==> src/if_pkg.sv <==
// Fetch control package
// Redirect source encoding, datapath widths and the constants of
// the dummy instruction generator

`default_nettype none

package if_pkg;

  ////////////////////
  // Datapath widths
  ////////////////////

  // Address and instruction data width
  localparam int XLEN = 32;

  // Trap base field, the trap address is this field followed by 7 zero bits
  localparam int MTVEC_ADDR_W = 25;

  ////////////////////
  // Redirect sources
  ////////////////////

  typedef enum logic [2:0] {
    PC_BOOT   = 3'd0,
    PC_JUMP   = 3'd1,
    PC_BRANCH = 3'd2,
    PC_MRET   = 3'd3,
    PC_TRAP   = 3'd4
  } pc_mux_e;

  ////////////////////
  // Dummy insertion
  ////////////////////

  localparam int LFSR_W = 16;
  localparam logic [LFSR_W-1:0] LFSR_SEED = 16'hACE1;
  // Fibonacci taps 16, 14, 13, 11 as bit positions 15, 13, 12, 10
  localparam logic [LFSR_W-1:0] LFSR_TAPS = 16'hB400;

  // Width of the dummy spacing setting
  localparam int DUMMY_CNT_W = 4;

endpackage

`default_nettype wire

==> src/rvc_pkg.sv <==
// Instruction encoding package
// Major opcodes, compressed quadrant and funct3 codes, and the
// instruction word seen either as a 32-bit or a compressed encoding

`default_nettype none

package rvc_pkg;

  ////////////////////
  // Major opcodes
  ////////////////////

  localparam logic [6:0] OPC_OP_IMM = 7'b0010011;
  localparam logic [6:0] OPC_OP     = 7'b0110011;
  localparam logic [6:0] OPC_LUI    = 7'b0110111;

  ////////////////////
  // Compressed codes
  ////////////////////

  // Quadrant in bits 1:0, 2'b11 marks a 32-bit instruction
  localparam logic [1:0] C_QUAD_0 = 2'b00;
  localparam logic [1:0] C_QUAD_1 = 2'b01;
  localparam logic [1:0] C_QUAD_2 = 2'b10;

  // Quadrant 1 funct3
  localparam logic [2:0] C_F3_ADDI   = 3'b000;
  localparam logic [2:0] C_F3_LI     = 3'b010;
  localparam logic [2:0] C_F3_LUI    = 3'b011;
  // Quadrant 2 funct3, shared by C.MV and C.ADD (bit 12 tells them apart)
  localparam logic [2:0] C_F3_MV_ADD = 3'b100;

  ////////////////////
  // Instruction word
  ////////////////////

  // 32-bit I/R type fields, the I type immediate is {funct7, rs2}
  typedef struct packed {
    logic [6:0] funct7;
    logic [4:0] rs2;
    logic [4:0] rs1;
    logic [2:0] funct3;
    logic [4:0] rd;
    logic [6:0] opcode;
  } instr_base_t;

  // Compressed fields in the low half-word
  typedef struct packed {
    logic [15:0] upper;
    logic [2:0]  funct3;
    logic        b12;
    logic [4:0]  rd_rs1;
    logic [4:0]  rs2_imm;
    logic [1:0]  quad;
  } instr_comp_t;

  typedef union packed {
    instr_base_t base;
    instr_comp_t comp;
  } instr_word_u;

endpackage

`default_nettype wire

==> src/if_fetch_unit.sv <==
// Fetch unit
// Holds the program counter, picks the redirect target and steps
// the PC by the size of each issued instruction

`timescale 1ns/1ps
`default_nettype none

module if_fetch_unit (
  input  wire                               clk,
  input  wire                               rst_n,
  input  wire                               pc_set_i,
  input  wire if_pkg::pc_mux_e              pc_mux_i,
  input  wire [if_pkg::XLEN-1:0]            boot_addr_i,
  input  wire [if_pkg::XLEN-1:0]            jump_target_i,
  input  wire [if_pkg::XLEN-1:0]            branch_target_i,
  input  wire [if_pkg::XLEN-1:0]            mepc_i,
  input  wire [if_pkg::MTVEC_ADDR_W-1:0]    mtvec_addr_i,
  input  wire                               issue_i,
  input  wire                               dummy_insert_i,
  input  wire                               is_compressed_i,
  output logic [if_pkg::XLEN-1:0]           instr_addr_o,
  output logic [if_pkg::XLEN-1:0]           fetch_pc_o,
  output logic                              fetch_valid_o
);

  logic [if_pkg::XLEN-1:0] redirect_addr;
  logic [if_pkg::XLEN-1:0] pc_step;
  logic [if_pkg::XLEN-1:0] pc_q;
  logic                    valid_q;

  // Redirect target selection
  always_comb begin
    case (pc_mux_i)
      if_pkg::PC_JUMP:   redirect_addr = jump_target_i;
      if_pkg::PC_BRANCH: redirect_addr = branch_target_i;
      if_pkg::PC_MRET:   redirect_addr = mepc_i;
      // Traps go to the aligned base
      if_pkg::PC_TRAP:   redirect_addr = {mtvec_addr_i, 7'b0};
      default:           redirect_addr = boot_addr_i;
    endcase
  end

  // Half-word step for compressed, full word otherwise
  assign pc_step = {{(if_pkg::XLEN-3){1'b0}}, (is_compressed_i ? 3'd2 : 3'd4)};

  always_ff @(posedge clk or negedge rst_n) begin
    if (!rst_n) begin
      pc_q    <= '0;
      valid_q <= 1'b0;
    end else if (pc_set_i) begin
      // Bit 0 of a target is always dropped
      pc_q    <= {redirect_addr[if_pkg::XLEN-1:1], 1'b0};
      valid_q <= 1'b1;
    end else if (issue_i && !dummy_insert_i) begin
      pc_q <= pc_q + pc_step;
    end
  end

  // ROM answers in the same cycle
  assign instr_addr_o  = pc_q;
  assign fetch_pc_o    = pc_q;
  assign fetch_valid_o = valid_q;

endmodule

`default_nettype wire

==> src/rvc_expander.sv <==
// Compressed instruction expander
// Maps C.ADDI, C.LI, C.LUI, C.MV and C.ADD to their 32-bit forms,
// flags every other compressed word as illegal

`timescale 1ns/1ps
`default_nettype none

module rvc_expander (
  input  wire rvc_pkg::instr_word_u instr_i,
  output rvc_pkg::instr_word_u      instr_o,
  output logic                      is_compressed_o,
  output logic                      illegal_o
);

  logic [2:0] c_funct3;
  logic       c_b12;
  logic [4:0] c_rd;
  logic [4:0] c_rs2;
  logic [1:0] c_quad;

  // Compressed view of the low half-word
  assign c_funct3 = instr_i.comp.funct3;
  assign c_b12    = instr_i.comp.b12;
  assign c_rd     = instr_i.comp.rd_rs1;
  assign c_rs2    = instr_i.comp.rs2_imm;
  assign c_quad   = instr_i.comp.quad;

  // Anything outside quadrant 3 is 16 bits wide
  assign is_compressed_o = (c_quad != 2'b11);

  always_comb begin
    instr_o   = instr_i;
    illegal_o = 1'b0;

    if (is_compressed_o) begin
      instr_o   = '0;
      illegal_o = 1'b1;

      case (c_quad)
        rvc_pkg::C_QUAD_1: begin
          case (c_funct3)
            // addi rd, rd, simm
            rvc_pkg::C_F3_ADDI: begin
              instr_o.base.funct7 = {7{c_b12}};
              instr_o.base.rs2    = c_rs2;
              instr_o.base.rs1    = c_rd;
              instr_o.base.rd     = c_rd;
              instr_o.base.opcode = rvc_pkg::OPC_OP_IMM;
              illegal_o           = 1'b0;
            end
            // addi rd, x0, simm
            rvc_pkg::C_F3_LI: begin
              instr_o.base.funct7 = {7{c_b12}};
              instr_o.base.rs2    = c_rs2;
              instr_o.base.rd     = c_rd;
              instr_o.base.opcode = rvc_pkg::OPC_OP_IMM;
              illegal_o           = 1'b0;
            end
            // lui rd, simm with imm[31:17] sign copies
            rvc_pkg::C_F3_LUI: begin
              instr_o.base.funct7 = {7{c_b12}};
              instr_o.base.rs2    = {5{c_b12}};
              instr_o.base.rs1    = {{3{c_b12}}, c_rs2[4:3]};
              instr_o.base.funct3 = c_rs2[2:0];
              instr_o.base.rd     = c_rd;
              instr_o.base.opcode = rvc_pkg::OPC_LUI;
              // x2 form is C.ADDI16SP, zero immediate is reserved
              illegal_o = (c_rd == 5'd2) || ({c_b12, c_rs2} == 6'd0);
            end
            default: ;
          endcase
        end

        rvc_pkg::C_QUAD_2: begin
          if (c_funct3 == rvc_pkg::C_F3_MV_ADD) begin
            // C.MV reads x0, C.ADD reads rd
            instr_o.base.rs2    = c_rs2;
            instr_o.base.rs1    = c_b12 ? c_rd : 5'd0;
            instr_o.base.rd     = c_rd;
            instr_o.base.opcode = rvc_pkg::OPC_OP;
            // rs2 of zero encodes jr, jalr or ebreak
            illegal_o = (c_rs2 == 5'd0);
          end
        end

        // No quadrant 0 instruction is expanded
        rvc_pkg::C_QUAD_0: illegal_o = 1'b1;
        default: ;
      endcase

      if (illegal_o) begin
        instr_o = '0;
      end
    end
  end

endmodule

`default_nettype wire

==> src/dummy_insert_gen.sv <==
// Dummy instruction generator
// Counts issued real instructions and requests a dummy addi x0 with
// an LFSR immediate after every dummy_every_i of them

`timescale 1ns/1ps
`default_nettype none

module dummy_insert_gen (
  input  wire                             clk,
  input  wire                             rst_n,
  input  wire [if_pkg::DUMMY_CNT_W-1:0]   dummy_every_i,
  input  wire                             issue_i,
  output logic                            dummy_insert_o,
  output rvc_pkg::instr_word_u            dummy_word_o
);

  logic [if_pkg::DUMMY_CNT_W-1:0] cnt_q;
  logic [if_pkg::LFSR_W-1:0]      lfsr_q;
  logic                           lfsr_fb;

  // Request holds until the dummy is taken
  assign dummy_insert_o = (dummy_every_i != '0) && (cnt_q == dummy_every_i);

  // Fibonacci feedback into bit 0
  assign lfsr_fb = ^(lfsr_q & if_pkg::LFSR_TAPS);

  always_ff @(posedge clk or negedge rst_n) begin
    if (!rst_n) begin
      cnt_q  <= '0;
      lfsr_q <= if_pkg::LFSR_SEED;
    end else if (dummy_every_i == '0) begin
      // Disabled, nothing counted
      cnt_q <= '0;
    end else if (issue_i) begin
      if (dummy_insert_o) begin
        cnt_q  <= '0;
        lfsr_q <= {lfsr_q[if_pkg::LFSR_W-2:0], lfsr_fb};
      end else begin
        cnt_q <= cnt_q + 1'b1;
      end
    end
  end

  // addi x0, x0, lfsr[11:0]
  always_comb begin
    dummy_word_o             = '0;
    dummy_word_o.base.funct7 = lfsr_q[11:5];
    dummy_word_o.base.rs2    = lfsr_q[4:0];
    dummy_word_o.base.opcode = rvc_pkg::OPC_OP_IMM;
  end

endmodule

`default_nettype wire

==> src/if_id_regs.sv <==
// IF/ID pipeline register
// Decides the issue and captures either the dummy or the expanded
// instruction, frozen while decode is not ready

`timescale 1ns/1ps
`default_nettype none

module if_id_regs (
  input  wire                        clk,
  input  wire                        rst_n,
  input  wire                        fetch_valid_i,
  input  wire                        id_ready_i,
  input  wire                        halt_i,
  input  wire                        pc_set_i,
  input  wire [if_pkg::XLEN-1:0]     fetch_pc_i,
  input  wire rvc_pkg::instr_word_u  instr_i,
  input  wire                        is_compressed_i,
  input  wire                        illegal_i,
  input  wire                        dummy_insert_i,
  input  wire rvc_pkg::instr_word_u  dummy_word_i,
  output logic                       issue_o,
  output logic                       id_valid_o,
  output rvc_pkg::instr_word_u       id_instr_o,
  output logic [if_pkg::XLEN-1:0]    id_pc_o,
  output logic                       id_compressed_o,
  output logic                       id_illegal_o,
  output logic                       id_dummy_o
);

  // Word in flight is stale when a redirect lands
  assign issue_o = fetch_valid_i && id_ready_i && !halt_i && !pc_set_i;

  ////////////////////
  // Control flags
  ////////////////////

  always_ff @(posedge clk or negedge rst_n) begin
    if (!rst_n) begin
      id_valid_o      <= 1'b0;
      id_compressed_o <= 1'b0;
      id_illegal_o    <= 1'b0;
      id_dummy_o      <= 1'b0;
    end else if (issue_o) begin
      id_valid_o      <= 1'b1;
      // Dummies are plain 32-bit legal words
      id_compressed_o <= dummy_insert_i ? 1'b0 : is_compressed_i;
      id_illegal_o    <= dummy_insert_i ? 1'b0 : illegal_i;
      id_dummy_o      <= dummy_insert_i;
    end else if (id_ready_i) begin
      id_valid_o <= 1'b0;
    end
  end

  ////////////////////
  // Payload
  ////////////////////

  always_ff @(posedge clk) begin
    if (issue_o) begin
      id_instr_o <= dummy_insert_i ? dummy_word_i : instr_i;
      // Dummy reuses the PC of the held instruction
      id_pc_o    <= fetch_pc_i;
    end
  end

endmodule

`default_nettype wire

==> src/if_stage_top.sv <==
// Instruction fetch stage top
// Fetch unit feeding the expander and dummy generator side by side,
// results merged in the IF/ID register

`timescale 1ns/1ps
`default_nettype none

module if_stage_top (
  input  wire                               clk,
  input  wire                               rst_n,
  input  wire                               pc_set_i,
  input  wire if_pkg::pc_mux_e              pc_mux_i,
  input  wire [if_pkg::XLEN-1:0]            boot_addr_i,
  input  wire [if_pkg::XLEN-1:0]            jump_target_i,
  input  wire [if_pkg::XLEN-1:0]            branch_target_i,
  input  wire [if_pkg::XLEN-1:0]            mepc_i,
  input  wire [if_pkg::MTVEC_ADDR_W-1:0]    mtvec_addr_i,
  input  wire                               halt_i,
  input  wire [if_pkg::DUMMY_CNT_W-1:0]     dummy_every_i,
  input  wire                               id_ready_i,
  output logic [if_pkg::XLEN-1:0]           instr_addr_o,
  input  wire [if_pkg::XLEN-1:0]            instr_rdata_i,
  output logic                              id_valid_o,
  output logic [if_pkg::XLEN-1:0]           id_instr_o,
  output logic [if_pkg::XLEN-1:0]           id_pc_o,
  output logic                              id_compressed_o,
  output logic                              id_illegal_o,
  output logic                              id_dummy_o
);

  logic                    fetch_valid;
  logic [if_pkg::XLEN-1:0] fetch_pc;
  logic                    is_compressed;
  logic                    illegal;
  logic [if_pkg::XLEN-1:0] expanded_instr;
  logic                    dummy_insert;
  logic [if_pkg::XLEN-1:0] dummy_word;
  logic                    issue;

  if_fetch_unit if_fetch_unit_inst (
    .clk             (clk),
    .rst_n           (rst_n),
    .pc_set_i        (pc_set_i),
    .pc_mux_i        (pc_mux_i),
    .boot_addr_i     (boot_addr_i),
    .jump_target_i   (jump_target_i),
    .branch_target_i (branch_target_i),
    .mepc_i          (mepc_i),
    .mtvec_addr_i    (mtvec_addr_i),
    .issue_i         (issue),
    .dummy_insert_i  (dummy_insert),
    .is_compressed_i (is_compressed),
    .instr_addr_o    (instr_addr_o),
    .fetch_pc_o      (fetch_pc),
    .fetch_valid_o   (fetch_valid)
  );

  // ROM word straight into the expander
  rvc_expander rvc_expander_inst (
    .instr_i         (instr_rdata_i),
    .instr_o         (expanded_instr),
    .is_compressed_o (is_compressed),
    .illegal_o       (illegal)
  );

  dummy_insert_gen dummy_insert_gen_inst (
    .clk            (clk),
    .rst_n          (rst_n),
    .dummy_every_i  (dummy_every_i),
    .issue_i        (issue),
    .dummy_insert_o (dummy_insert),
    .dummy_word_o   (dummy_word)
  );

  if_id_regs if_id_regs_inst (
    .clk             (clk),
    .rst_n           (rst_n),
    .fetch_valid_i   (fetch_valid),
    .id_ready_i      (id_ready_i),
    .halt_i          (halt_i),
    .pc_set_i        (pc_set_i),
    .fetch_pc_i      (fetch_pc),
    .instr_i         (expanded_instr),
    .is_compressed_i (is_compressed),
    .illegal_i       (illegal),
    .dummy_insert_i  (dummy_insert),
    .dummy_word_i    (dummy_word),
    .issue_o         (issue),
    .id_valid_o      (id_valid_o),
    .id_instr_o      (id_instr_o),
    .id_pc_o         (id_pc_o),
    .id_compressed_o (id_compressed_o),
    .id_illegal_o    (id_illegal_o),
    .id_dummy_o      (id_dummy_o)
  );

endmodule

`default_nettype wire

==> config.mk <==
export PLATFORM = sky130hd
export DESIGN_NAME = if_stage_top
export DESIGN_NICKNAME = d
export VERILOG_FILES = /design/src/if_pkg.sv /design/src/rvc_pkg.sv /design/src/if_fetch_unit.sv /design/src/rvc_expander.sv /design/src/dummy_insert_gen.sv /design/src/if_id_regs.sv /design/src/if_stage_top.sv
export SDC_FILE = /design/constraint.sdc
export NUM_CORES = 1
export LEC_CHECK = 0
export BUFFER_PORTS_ARGS = -buffer_cell sky130_fd_sc_hd__buf_4
export CAP_MARGIN = 20
export CORE_AREA = 5 5 142 144
export DETAILED_ROUTE_END_ITERATION = 6
export DIE_AREA = 0 0 147 149
export PLACE_DENSITY = 0.7
export SYNTH_ARGS = -nofsm -noshare
export SYNTH_HDL_FRONTEND = slang
export SYNTH_SLANG_ARGS = --single-unit
==> constraint.sdc <==
create_clock -name clk -period 2.2 [get_ports clk]
set_input_delay 0.22 -clock clk [delete_from_list [all_inputs] [get_ports clk]]
set_output_delay 0.22 -clock clk [all_outputs]
set_load 0.03 [all_outputs]
; ---- Word-level counts from Yosys, hierarchy flattened
; Index checks and enable logic that the tools add are counted.
[classes]
addsub = 2
multipliers = 0
div_mod_pow = 0
order_cmp = 0
eq_ne = 12
n_shift = 0
n_mux = 30
n_bitwise = 1
reduce_logical = 20
[ops]
columns = operator, count
row1 = 2-to-1 mux 32 bit, 5
row2 = case mux 32 bit (4 select lines), 1
row3 = case mux 12 bit (2 select lines), 3
row4 = adder 32 x 3 -> 32 bit, 1
row5 = case mux 10 bit (2 select lines), 1
row6 = parity 16 bit, 1
row7 = "equality test 3 x 2 -> 1 bit, second input constant", 4
row8 = 2-to-1 mux 12 bit, 1
row9 = 2-to-1 mux 4 bit, 3
row10 = 2-to-1 mux 10 bit, 1
row11 = case mux 5 bit (2 select lines), 1
row12 = 2-to-1 mux 3 bit, 3
row13 = 2-to-1 mux 1 bit, 7
row14 = 2-to-1 mux 7 bit, 1
row15 = "equality test 3 bit, second input constant", 2
row16 = zero test 6 bit, 1
row17 = nonzero test 2 bit, 3
row18 = "equality test 5 x 2 -> 1 bit, second input constant", 1
row19 = logical AND 1 bit, 5
row20 = zero test 5 bit, 1
row21 = 2-to-1 mux 5 bit, 1
row22 = "adder 4 x 1 -> 4 bit, second input constant", 1
row23 = equality test 4 bit, 1
row24 = zero test 4 bit, 1
row25 = 12 further kinds, 15
[totals]
ff_bits = 121
latchBits = 0
ram_bits = 0
rom_bits = 0
out_inout_bits = 100
elab_cells = 76
memories = 0

; ---- Logic depth before layout (Yosys ltp)
; Gate-level depths: netlist of run 1.
[depth]
depth_word = 8
depth_mapped = 9
depth_no_buf = 9

; ---- Hierarchy
; A second synthesis of run 1 with hierarchy kept.
[unflattened]
cells_unflattened = 743
hier_area_um2 = 8100.3
[modules_own_cells]
columns = mod, instances, cells_per_inst, area_each_um2, seq_area_each_um2
row1 = if_fetch_unit, 1, 439, 3641.0, 800.8
row2 = if_id_regs, 1, 113, 2521.2, 2021.9
row3 = dummy_insert_gen, 1, 99, 1260.0, 510.5
row4 = rvc_expander, 1, 92, 678.2, 0.0

; ---- Worst setup path after synthesis of run 1
; Ideal clock, no wire load.
[synth_path]
kind = register -> register
from = register if_fetch_unit_inst.valid_q (netlist: if_fetch_unit_inst.fetch_valid_o)
to = register if_fetch_unit_inst.pc_q, in the netlist if_fetch_unit_inst.fetch_pc_o[6]
arrival_ns = 2.156
required_time_ns = 2.065
slack_ns = -0.091
path_stages_with_launch = 8
cell_sequence = dfrtp_1 > nand4bb_1 > inv_1 > buf_2 > nand3_1 > a211oi_1 > xnor2_1 > o21ai_1
[synth_via]
elab_chain_len = 5
[synth_lines]
columns = element, line
row1 = "start, declared", if_fetch_unit.sv:29  ; logic valid_q;
row2 = "start signal, assigned", if_fetch_unit.sv:49  ; valid_q <= 1'b0;
row3 = "start signal, assigned", if_fetch_unit.sv:53  ; valid_q <= 1'b1;
row4 = logical AND 1 bit (3 in a row), if_id_regs.sv:31  ; assign issue_o = fetch_valid_i && id_ready_i && !halt_i && !pc_set_i;
row5 = net dummy_insert_gen_inst.issue_i, dummy_insert_gen.sv:12  ; input wire issue_i,
row6 = logical AND 1 bit, if_fetch_unit.sv:54  ; end else if (issue_i && !dummy_insert_i) begin
row7 = nonzero test 2 bit (no line), --
row8 = "end signal, assigned", if_fetch_unit.sv:52  ; pc_q <= {redirect_addr[if_pkg::XLEN-1:1], 1'b0};
row9 = "end signal, assigned", if_fetch_unit.sv:55  ; pc_q <= pc_q + pc_step;
row10 = "end, declared", if_fetch_unit.sv:28  ; logic [if_pkg::XLEN-1:0] pc_q;
; The timed path passes the listed nets, and every way through them passes these cells.
; A chain may end at the register's enable or synchronous reset.

; ---- Worst setup path after layout of run 1
[layout_path]
from = register dummy_insert_gen_inst.cnt_q[0] in the netlist's numbering
to = register if_id_regs_inst.id_instr_o[15] in the netlist's numbering (data pin)
[layout_via]
elab_chain_len = 2
[layout_lines]
columns = element, line
row1 = "start, declared", dummy_insert_gen.sv:17  ; logic [if_pkg::DUMMY_CNT_W-1:0] cnt_q;
row2 = "start signal, assigned", dummy_insert_gen.sv:39  ; cnt_q <= cnt_q + 1'b1;
row3 = equality test 4 bit, dummy_insert_gen.sv:22  ; assign dummy_insert_o = (dummy_every_i != '0) && (cnt_q == dummy_every_i);
row4 = logical AND 1 bit, dummy_insert_gen.sv:22
row5 = "end signal, assigned", if_id_regs.sv:60  ; id_instr_o <= dummy_insert_i ? dummy_word_i : instr_i;
row6 = "end, declared", if_id_regs.sv:23  ; output rvc_pkg::instr_word_u id_instr_o,
; Every way passes these cells.

==> out/metrics.csv, run 1 <==
stage,metric,value,unit
die,Top Ports,297,
timing,setup ws final,0.112,ns
timing,Final Hold Vio Count,0,
job,Max Cap Violations,0,
routing,Initial DRC Count,450,
yosys,sequential fraction of the synthesis area,45.2,%
yosys,"top cells by count, synth","67 x nand2_1, 63 x edfxtp_1, 48 x dfrtp_1, 44 x nor2_1, 42 x o21ai_0",
timing,final slew viol count,0,
power,Peak VDD IR,0.000380,V
global_route,total track usage,22.9,%
die,Die W,147,µm
routing,wire length per cell,20.5,µm
power,switching share of power,30.9,%
die,Die Y,149,µm
cts,CTS max path bufs,2,
timing,worst slew pin tran,0.753,ns
cts,H-tree levels,4,
routing,vias,7066,
worst_setup_path,Crit Path Max Fanout,10,
final_layout,final net count,1209,
power,Switch Pwr,0.00232,W
worst_setup_path,"Cell Chain, Critical Path",or2_1 > o21ai_4 > nand2_1 > nand3_1 > o22ai_1,
yosys,synthesized area per cell,10.7,µm²
min_path,Hold Path Class,primary input to flop,
cts,"Reg clk slew, reported paths",0.06,ns
power,leak pwr,4.48,nW
worst_setup_path,slowest CP cell,dfrtp_1,
yosys,Main synth FF type,edfxtp_1,
placement,GPL Wtd Cong,0.938,
worst_setup_path,Reg2Reg Depth,5,
yosys,mapped cell area,7310,µm²
timing,post-layout min period,2.09,ns
cts,CTS Buf Count,17,
cts,CTS Root Cell,clkbuf_16,
global_route,grt total ovfl,0,
final_layout,FILL cells,1614,
die,die area,21900,µm²
die,starting density of the core,39.4,%
worst_setup_path,Startpoint Class,flop,
final_layout,Non-Filler Instances,1253,
timing,slew margin rel.,49.8,%
global_route,global-route wire length before repair,39.4,mm
worst_setup_path,Setup CP Type,flop to flop,
global_route,initial antenna violation count,1,
yosys,"FFs w/ async S/R, synth",47.1,%
placement,placed cell count,1218,
yosys,biggest area consumer among synthesized cells,edfxtp_1,
yosys,"EDFF count, synth",63,
final_layout,synthesis-to-finish area growth,46.1,%
yosys,Yosys reg bits,119,
routing,routed vias/inst,5.64,
yosys,Post-Syn Instances,684,
timing,RSZ-0062 raised after global routing,no,
outcome,failing checks,DRC,
worst_setup_path,worst path arrival time,2.21,ns
routing,Final ANT Viol Nets,0,
power,Gate power share,25.5,%
power,Seq pwr share,35.8,%
worst_setup_path,CP endpoint kind,flop,
power,PwrDens,702,nW/µm²
placement,setup slack at placement,-0.0741,ns
yosys,top-area cell type share of the netlist area,25.9,%
placement,Post-DP HPWL,20.3,mm
yosys,Ys Warns,0,
power,internal power,0.00518,W
routing,aggregate routed wire length,25.7,mm
cts,insertion delay to the later sink of the worst-skew pair,0.41,ns
min_path,Hold Path Stages,2,
timing,Clock Skew,0.0129,ns
final_layout,layout cells sized above 1,44.1,%
global_route,largest net degree at the start of global routing,57,
cts,clk sink count,119,
die,Cell Rows,50,
outcome,status,"finished, violations left",
global_route,vias in the first global route,7066,
timing,final number of setup-violating endpoints,0,
worst_setup_path,CP required,2.32,ns
worst_setup_path,biggest cell delay along the critical path,0.43,ns
yosys,library cells used by synthesis,84,
routing,Initial DRT Pass Iterations,7,
yosys,most numerous cell in the Yosys netlist,nand2_1,
placement,PortBufs,290,
timing,final worst-path cycle share,94.9,%
die,Core Area,18600,µm²
power,clock power share,38.6,%
routing,DR DRC count,2,
timing,Peak Freq,0.479,GHz
cts,CTS tree,done,
yosys,synth top area cells,"edfxtp_1 26%, dfrtp_1 16%, mux2i_1 4.1%",
==> repair_timing <==
| action | 4_1_cts | 5_1_grt |
|---|---|---|
| resized for setup | 0 | 0 |
| endpoints found under the setup margin | 0 | 5 |
| buffers inserted | 0 | 1 |
| endpoints found under the hold margin | 48 | 0 |
| hold buffers | 1 | 0 |
==> stage by stage <==
stage	setup TNS (ns)	power, W	area [µm²]	hold WS (ns)	util [%]
4_1_cts	0	0.00755	10700	0.0160	57.5
2_1_floorplan	0	0.00371	7320	-0.0756	-
5_1_grt	0	0.00782	10700	0.0151	57.5
3_5_place_dp	-0.272	0.00464	10000	0.333	54.1
6_report	0	0.00750	10700	0.0272	57.5
3_3_place_gp	-0.104	0.00461	10000	0.332	54.1
==> flip-flops by register name, summed over array words and instances, names as in the netlist <==
name	cells
if_id_regs_inst.id_dummy_o	1
if_id_regs_inst.id_illegal_o	1
if_id_regs_inst.id_pc_o	31
if_fetch_unit_inst.fetch_valid_o	1
if_id_regs_inst.id_valid_o	1
if_id_regs_inst.id_compressed_o	1
if_id_regs_inst.id_instr_o	32
if_fetch_unit_inst.fetch_pc_o	31
dummy_insert_gen_inst.cnt_q	4
dummy_insert_gen_inst.lfsr_q	16
==> final timing paths <==
| check | startpoint | slack (ns) | to |
|---|---|---|---|
| min in group asynchronous | rst_n | 0.41 | if_fetch_unit_inst.fetch_pc_o[9]$_DFFE_PN0N_ |
| worst max-delay path | dummy_insert_gen_inst.cnt_q[0]$_DFFE_PN0P_ | 0.11 | if_id_regs_inst.id_instr_o[15]$_SDFFCE_PP0P_ |
| worst max register to register | dummy_insert_gen_inst.cnt_q[0]$_DFFE_PN0P_ | 0.11 | if_id_regs_inst.id_instr_o[15]$_SDFFCE_PP0P_ |
| max in group asynchronous | rst_n | 1.26 | dummy_insert_gen_inst.lfsr_q[1]$_DFFE_PN0P_ |
| worst min-delay path | id_ready_i | 0.03 | if_id_regs_inst.id_valid_o$_DFFE_PN0P_ |
| worst min register to register | if_fetch_unit_inst.fetch_valid_o$_DFFE_PN0P_ | 0.48 | if_fetch_unit_inst.fetch_valid_o$_DFFE_PN0P_ |
==> power by group through the flow <==
stage	Sequential [W]	Clock [W]	Combinational, W
floorplan	0.00299	0	0.000722
global placement	0.00272	0	0.00189
detailed placement	0.00273	0	0.00191
finish	0.00269	0.00290	0.00191
global route	0.00271	0.00307	0.00205
CTS	0.00269	0.00295	0.00192
==> layout make-up <==
type	count	area, µm²	share of cell area, %
Multi-Input combinational cell	506	3730	34.9
Sequential cell	119	3300	30.9
Timing Repair Buffer	351	2700	25.3
Clock buffer	18	429	4.02
Tap cell	234	293	2.74
Clock inverter	14	188	1.76
Inverter	10	38.8	0.363
Antenna cell	1	2.50	0.0234
==> routing by layer <==
layer  GRT usage [%]  wire [µm]
met5               0          0
met4            7.36        572
met3            5.50       2190
met2            39.9      13000
met1            28.0       9960
==> critical path: cells and delay by family, from the launching register on <==
family | cells | cell delay [ns]
DFF | 1 | 0.43
AOI/OAI and AO/OA | 2 | 0.53
and+or+nand+nor | 3 | 0.85
==> kinds of logic (layout without fill, tap and decap cells) <==
| kind of cell | after synthesis | in the layout | share of synthesized area, % |
|---|---|---|---|
| flops | 119 | 119 | 45.2 |
| mux | 62 | 62 | 10.6 |
| compound gates | 198 | 198 | 21.1 |
| xor+xnor | 25 | 25 | 2.99 |
| buf+inv | 60 | 393 | 3.85 |
| other cells | 1 | 3 | 0.0513 |
| simple gates | 212 | 212 | 14.9 |
| fa+ha+maj | 7 | 7 | 1.30 |
==> placed cells by master (no fill, tap or decap), types with 7 or more instances in the layout <==
master       n
o21ai_0     42
nor2_1      44
nand2_1     67
mux4_2      10
a311o_1     10
dfrtp_1     48
nor3_1       8
nand4_1     10
o21ai_1      9
a22oi_1     10
xnor2_1     20
clkbuf_16   17
o211ai_1     9
mux2_2      22
nand3_1     26
edfxtp_1    63
mux2i_1     30
buf_4      345
dfstp_2      8
a221oi_1    11
inv_1        7
a21oi_1     29
o22ai_1      9
nor2b_1     13
a22o_1       8
(Power assumes the default switching activity.)
==> run 2: changes to the inputs <==
--- a/config.mk
+++ b/config.mk
@@ -11,6 +11,7 @@
 export DETAILED_ROUTE_END_ITERATION = 6
 export DIE_AREA = 0 0 147 149
 export PLACE_DENSITY = 0.7
+export RECOVER_POWER = 50
 export SYNTH_ARGS = -nofsm -noshare
 export SYNTH_HDL_FRONTEND = slang
 export SYNTH_SLANG_ARGS = --single-unit
==> run 2 against run 1 <==
Against the previous run:
- the flow now finishes without violations
- first-iteration DRC count is 12% higher
- global-route usage stayed put
- combinational power is 5% lower
- largest cell class unchanged
==> out/metrics.csv, run 2 (synthesized netlist as in run 1, its figures left out) <==
stage,metric,value,unit
placement,setup slack at placement,-0.0741,ns
final_layout,"commonest non-fill, non-tap cells in the layout","253 x buf_4, 92 x clkbuf_1, 67 x nand2_1",
placement,GPL Wtd Cong,0.938,
final_layout,number of flip-flops in the largest register,32,
worst_setup_path,CP endpoint kind,flop,
die,starting density of the core,39.4,%
outcome,status,finished clean,
min_path,hold wc startpoint,id_ready_i,
worst_setup_path,Setup CP Type,flop to flop,
final_layout,"commonest non-fill, non-tap cell in the layout",buf_4,
timing,RSZ-0062 raised after global routing,no,
routing,aggregate routed wire length,25.8,mm
timing,post-layout min period,2.09,ns
routing,Initial DRC Count,504,
timing,Peak Freq,0.478,GHz
final_layout,largest reg by FF count,if_id_regs_inst.id_instr_o,
placement,PortBufs,290,
worst_setup_path,"reg-to-reg slack, setup",0.11,ns
global_route,largest net degree at the start of global routing,57,
routing,wire length per cell,20.6,µm
die,Top Ports,297,
worst_setup_path,r2r endpoint,if_id_regs_inst.id_instr_o[10]$_SDFFCE_PP0P_,
min_path,hold endpoint,if_id_regs_inst.id_valid_o$_DFFE_PN0P_,
routing,routed vias/inst,5.61,
timing,setup ws final,0.107,ns
timing,final worst-path cycle share,95.1,%
power,Peak VDD IR,0.000380,V
power,internal power,0.00508,W
cts,CTS max path bufs,2,
global_route,total track usage,22.9,%
global_route,vias in the first global route,7066,
power,Pwr Total,0.00740,W
die,Cell Rows,50,
min_path,Hold Path Class,primary input to flop,
worst_setup_path,CP Launch Point,dummy_insert_gen_inst.cnt_q[0]$_DFFE_PN0P_,
cts,clk sink count,119,
worst_setup_path,worst path arrival time,2.25,ns
worst_setup_path,Reg2Reg Depth,6,
power,clock power share,39.2,%
final_layout,footprint of the multi-input gates,3730,µm²
final_layout,final core utilization,55.7,%
power,Gate power share,24.5,%
timing,final slew viol count,0,
die,Die Y,149,µm
global_route,global-route wire length before repair,39.4,mm
power,Switch Pwr,0.00232,W
placement,Post-DP HPWL,20.3,mm
routing,vias,7026,
worst_setup_path,Startpoint Class,flop,
routing,Final ANT Viol Nets,0,
die,die area,21900,µm²
routing,Initial DRT Pass Iterations,5,
die,Die W,147,µm
final_layout,FILL cells,1710,
worst_setup_path,Crit Path Max Fanout,8,
worst_setup_path,FF-to-FF Start,dummy_insert_gen_inst.cnt_q[0]$_DFFE_PN0P_,
cts,CTS tree,done,
worst_setup_path,CP required,2.36,ns
global_route,initial antenna violation count,1,
timing,Final Hold Vio Count,0,
global_route,grt total ovfl,0,
final_layout,final net count,1209,
power,Seq pwr share,36.3,%
cts,CTS Buf Count,17,
final_layout,layout cells sized above 1,35.2,%
timing,final number of setup-violating endpoints,0,
min_path,Hold Path Stages,2,
final_layout,register area,3300,µm²
timing,worst slew pin tran,1.46,ns
timing,hold_ws,0.0286,ns
job,Max Cap Violations,0,
routing,DR DRC count,0,
cts,cts repair resizes,0,
power,leak pwr,4.15,nW
final_layout,synthesis-to-finish area growth,41.4,%
cts,CTS Root Cell,clkbuf_16,
timing,Clock Skew,0.0121,ns
cts,insertion delay to the later sink of the worst-skew pair,0.41,ns
cts,"Reg clk slew, reported paths",0.06,ns
timing,Setup TNS,0,ns
power,switching share of power,31.3,%
cts,H-tree levels,4,
die,Core Area,18600,µm²
power,PwrDens,715,nW/µm²
timing,slew margin rel.,2.99,%
## run 2: stage by stage
step | instances | instance area, µm²
2_1_floorplan | 685 | 7320
3_3_place_gp | 1218 | 10000
3_5_place_dp | 1218 | 10000
4_1_cts | 1251 | 10700
5_1_grt | 1253 | 10300
6_report | 1253 | 10300
## run 2: how the worst max path moves through the flow
stage	cells after the start	to	slack [ns]
detailed placement	9	if_fetch_unit_inst.fetch_pc_o[26]$_DFFE_PN0N_	-0.07
finish	6	if_id_regs_inst.id_instr_o[10]$_SDFFCE_PP0P_	0.11
floorplan	9	if_fetch_unit_inst.fetch_pc_o[23]$_DFFE_PN0N_	0.08
global placement	10	if_fetch_unit_inst.fetch_pc_o[23]$_DFFE_PN0N_	-0.03
global route	5	if_id_regs_inst.id_instr_o[15]$_SDFFCE_PP0P_	0.0005
CTS	5	if_id_regs_inst.id_instr_o[10]$_SDFFCE_PP0P_	0.02
## run 2: per-layer routing
metal	track usage, %	wire length, µm
met1	28.0	10200
met4	7.36	590
met3	5.50	2120
met2	39.9	12800
met5	0	0
## run 2: final cells by class
cell class,count,area share (%)
clock buffer,18,4.15
multi-input combinational,506,36.1
sequential,119,31.9
inverter,10,0.375
tap,234,2.83
clock inverter,14,1.81
antenna,1,0.0242
timing repair buffer,351,22.8
## run 2: repair_timing
item	4_1_cts	5_1_grt
setup endpoints to repair	0	5
buffers inserted	0	1
hold buffers	1	0
hold endpoints to repair	48	0
## run 2: power groups by stage
stage               clock network, W  registers, W  logic (W)
finish                       0.00290       0.00269    0.00181
global route                 0.00307       0.00271    0.00195
CTS                          0.00295       0.00269    0.00192
detailed placement                 0       0.00273    0.00191
global placement                   0       0.00272    0.00189
floorplan                          0       0.00299   0.000722
## run 2: critical path, stage by stage, from the launching register on
cell     delay, ns
dfrtp_1       0.43
or2_1         0.29
o21ai_4       0.37
a21oi_1       0.31
a41oi_2       0.23
buf_4         0.17
nor2b_1       0.05
==> run 3: changes to the inputs <==
--- a/config.mk
+++ b/config.mk
@@ -7,10 +7,12 @@
 export LEC_CHECK = 0
 export BUFFER_PORTS_ARGS = -buffer_cell sky130_fd_sc_hd__buf_4
 export CAP_MARGIN = 20
-export CORE_AREA = 5 5 142 144
+export CELL_PAD_IN_SITES_DETAIL_PLACEMENT = 0
+export CELL_PAD_IN_SITES_GLOBAL_PLACEMENT = 1
+export CORE_AREA = 5 5 155 157
 export DETAILED_ROUTE_END_ITERATION = 6
-export DIE_AREA = 0 0 147 149
-export PLACE_DENSITY = 0.7
+export DIE_AREA = 0 0 160 162
+export PLACE_DENSITY_LB_ADDON = 0.1
 export RECOVER_POWER = 50
 export SYNTH_ARGS = -nofsm -noshare
 export SYNTH_HDL_FRONTEND = slang
==> run 3 against run 2 <==
Against the previous run:
- the flow now finishes with violations (capacitance limit, slew limit)
- sequential cell count stayed put
- setup slack improved by 0.034 ns
- clock power rose by 4%
- via count fell by 3.7%
- clock-buffer cell count rose by 1
- total power grew 1.7%
- register-to-register slack better by 0.05 ns
- sequential share of layout area shrank 0.33 points
- first-iteration DRC count decreased by 24%
- hold slack improved by 0.041 ns
- fmax up 1.6%
- cell count increased by 4.8%
==> out/metrics.csv, run 3 (synthesized netlist as in run 1, its figures left out) <==
stage,metric,value,unit
die,Die W,160,µm
worst_setup_path,CP endpoint kind,flop,
routing,Final ANT Viol Nets,0,
final_layout,largest reg by FF count,if_id_regs_inst.id_instr_o,
job,Max Cap Violations,1,
cts,setup bufs post-CTS,0,
timing,slew margin rel.,-1.39,%
timing,hold_ws,0.0692,ns
timing,final number of setup-violating endpoints,0,
worst_setup_path,FF-to-FF Start,if_fetch_unit_inst.fetch_pc_o[1]$_DFFE_PN0N_,
worst_setup_path,Setup CP Type,primary input to flop,
global_route,vias in the first global route,7154,
die,die area,25900,µm²
worst_setup_path,Crit Path Max Fanout,45,
placement,placed cell count,1279,
worst_setup_path,Most common cell on crit path,buf_4,
final_layout,layout cells sized above 1,35.6,%
power,PwrDens,720,nW/µm²
cts,CTS Buf Count,17,
global_route,grt total ovfl,0,
routing,Initial DRT Pass Iterations,5,
placement,PortBufs,290,
timing,final worst-path cycle share,93.6,%
worst_setup_path,"Cell Chain, Critical Path",dlygate4sd3_1 > buf_4 > nand4bb_2 > clkinv_2 > buf_4,
routing,wire length per cell,20.0,µm
final_layout,"commonest non-fill, non-tap cells in the layout","262 x buf_4, 95 x clkbuf_1, 67 x nand2_1",
timing,Clock Skew,0.0122,ns
worst_setup_path,CP required,2.26,ns
cts,"Reg clk slew, reported paths",0.06,ns
worst_setup_path,Startpoint Class,primary input,
min_path,Hold Path Class,primary input to flop,
cts,CTS Root Cell,clkbuf_16,
outcome,failing checks,"capacitance limit, slew limit",
global_route,initial antenna violation count,0,
cts,clk sink count,119,
routing,aggregate routed wire length,26.3,mm
timing,final slew viol count,57,
final_layout,"commonest non-fill, non-tap cell in the layout",buf_4,
final_layout,number of flip-flops in the largest register,32,
worst_setup_path,worst path arrival time,2.12,ns
routing,Initial DRC Count,381,
worst_setup_path,"reg-to-reg slack, setup",0.16,ns
timing,Peak Freq,0.486,GHz
worst_setup_path,slowest CP cell,buf_4,
final_layout,final net count,1219,
worst_setup_path,CP Launch Point,id_ready_i,
routing,vias,6766,
global_route,total track usage,20.2,%
routing,routed vias/inst,5.15,
placement,GPL Wtd Cong,0.818,
final_layout,Non-Filler Instances,1313,
cts,H-tree levels,4,
cts,CTS max path bufs,2,
timing,post-layout min period,2.06,ns
timing,RSZ-0062 raised after global routing,no,
die,Cell Rows,55,
placement,Placed Area,10100,µm²
die,Top Ports,297,
power,leak pwr,4.18,nW
final_layout,n_diodes,0,
power,Peak VDD IR,0.000494,V
die,Die Y,162,µm
final_layout,final core utilization,46.7,%
die,starting density of the core,32.7,%
cts,insertion delay to the later sink of the worst-skew pair,0.42,ns
die,Core Area,22400,µm²
timing,Final Hold Vio Count,0,
final_layout,synthesis-to-finish area growth,42.9,%
outcome,status,"finished, violations left",
min_path,hold wc startpoint,boot_addr_i[3],
routing,DR DRC count,0,
cts,CTS tree,done,
global_route,largest net degree at the start of global routing,57,
final_layout,Finished Cell Area,10500,µm²
global_route,global-route wire length before repair,41.2,mm
timing,worst slew pin tran,1.52,ns
worst_setup_path,biggest cell delay along the critical path,0.54,ns
placement,Post-DP HPWL,20.6,mm
-- run 3: cell count changes in the layout (fill, tap and decap cells not counted) --
cell / before / now
inv_8: 1 / 2
clkbuf_16: 17 / 18
dlygate4sd3_1: 1 / 2
and3_2: 0 / 1
clkbuf_8: 0 / 1
buf_12: 5 / 1
buf_4: 253 / 262
inv_6: 5 / 4
and3_1: 4 / 3
nand4bb_1: 1 / 0
nand4bb_2: 0 / 1
clkinv_4: 4 / 3
clkbuf_1: 92 / 95
diode_2: 1 / 0
-- run 3: per-stage QoR --
stage | power [W] | setup TNS, ns | setup WS [ns]
after floorplan | 0.00371 | 0 | 0.0834
after global placement | 0.00465 | -0.403 | -0.0701
after detailed placement | 0.00466 | -0.370 | -0.0784
after CTS | 0.00772 | 0 | 0.0888
after global routing | 0.00789 | 0 | 0.00579
final | 0.00752 | 0 | 0.141
-- run 3: per-layer routing --
layer	track usage [%]	routed length, µm	up-vias
met1	26.0	11200	3151
met2	33.3	12700	285
met5	0	0	-
li1	-	-	3308
met4	5.08	363	0
met3	6.22	2120	22
-- run 3: layout make-up --
class	count	area [µm²]
multi-input cells	506	3740
clock buffers	19	464
repair buffers	361	2370
fillers	2207	11900
well taps	285	357
inverters	10	38.8
flip-flops and latches	119	3300
clock inverters	13	181
-- run 3: worst max-delay path, delay by kind of cell --
family	cells	cell delay (ns)
and+or+nand+nor	1	0.35
buffers and inverters	4	1.49
-- run 3: final timing paths --
kind,to,depth (start not counted)
setup reg to reg,if_fetch_unit_inst.fetch_pc_o[17]$_DFFE_PN0N_,9
max in group asynchronous,dummy_insert_gen_inst.lfsr_q[1]$_DFFE_PN0P_,2
min in group asynchronous,if_fetch_unit_inst.fetch_pc_o[8]$_DFFE_PN0N_,2
setup / recovery,if_id_regs_inst.id_pc_o[25]$_DFFE_PP_,5
hold reg to reg,dummy_insert_gen_inst.lfsr_q[0]$_DFFE_PN1P_,2
hold / removal,if_fetch_unit_inst.fetch_pc_o[3]$_DFFE_PN0N_,3
-- run 3: power by group --
part | switching, W | internal, W | total, W
clock network | 0.00111 | 0.00191 | 0.00303
registers | 0.000138 | 0.00254 | 0.00267
logic | 0.00109 | 0.000731 | 0.00182
total | 0.00234 | 0.00518 | 0.00752
-- run 3: timing repair --
action / in CTS / in global routing
endpoints found under the setup margin: 10 / 0
hold buffers: 2 / 0
endpoints found under the hold margin: 49 / 0
resized for setup: 1 / 0
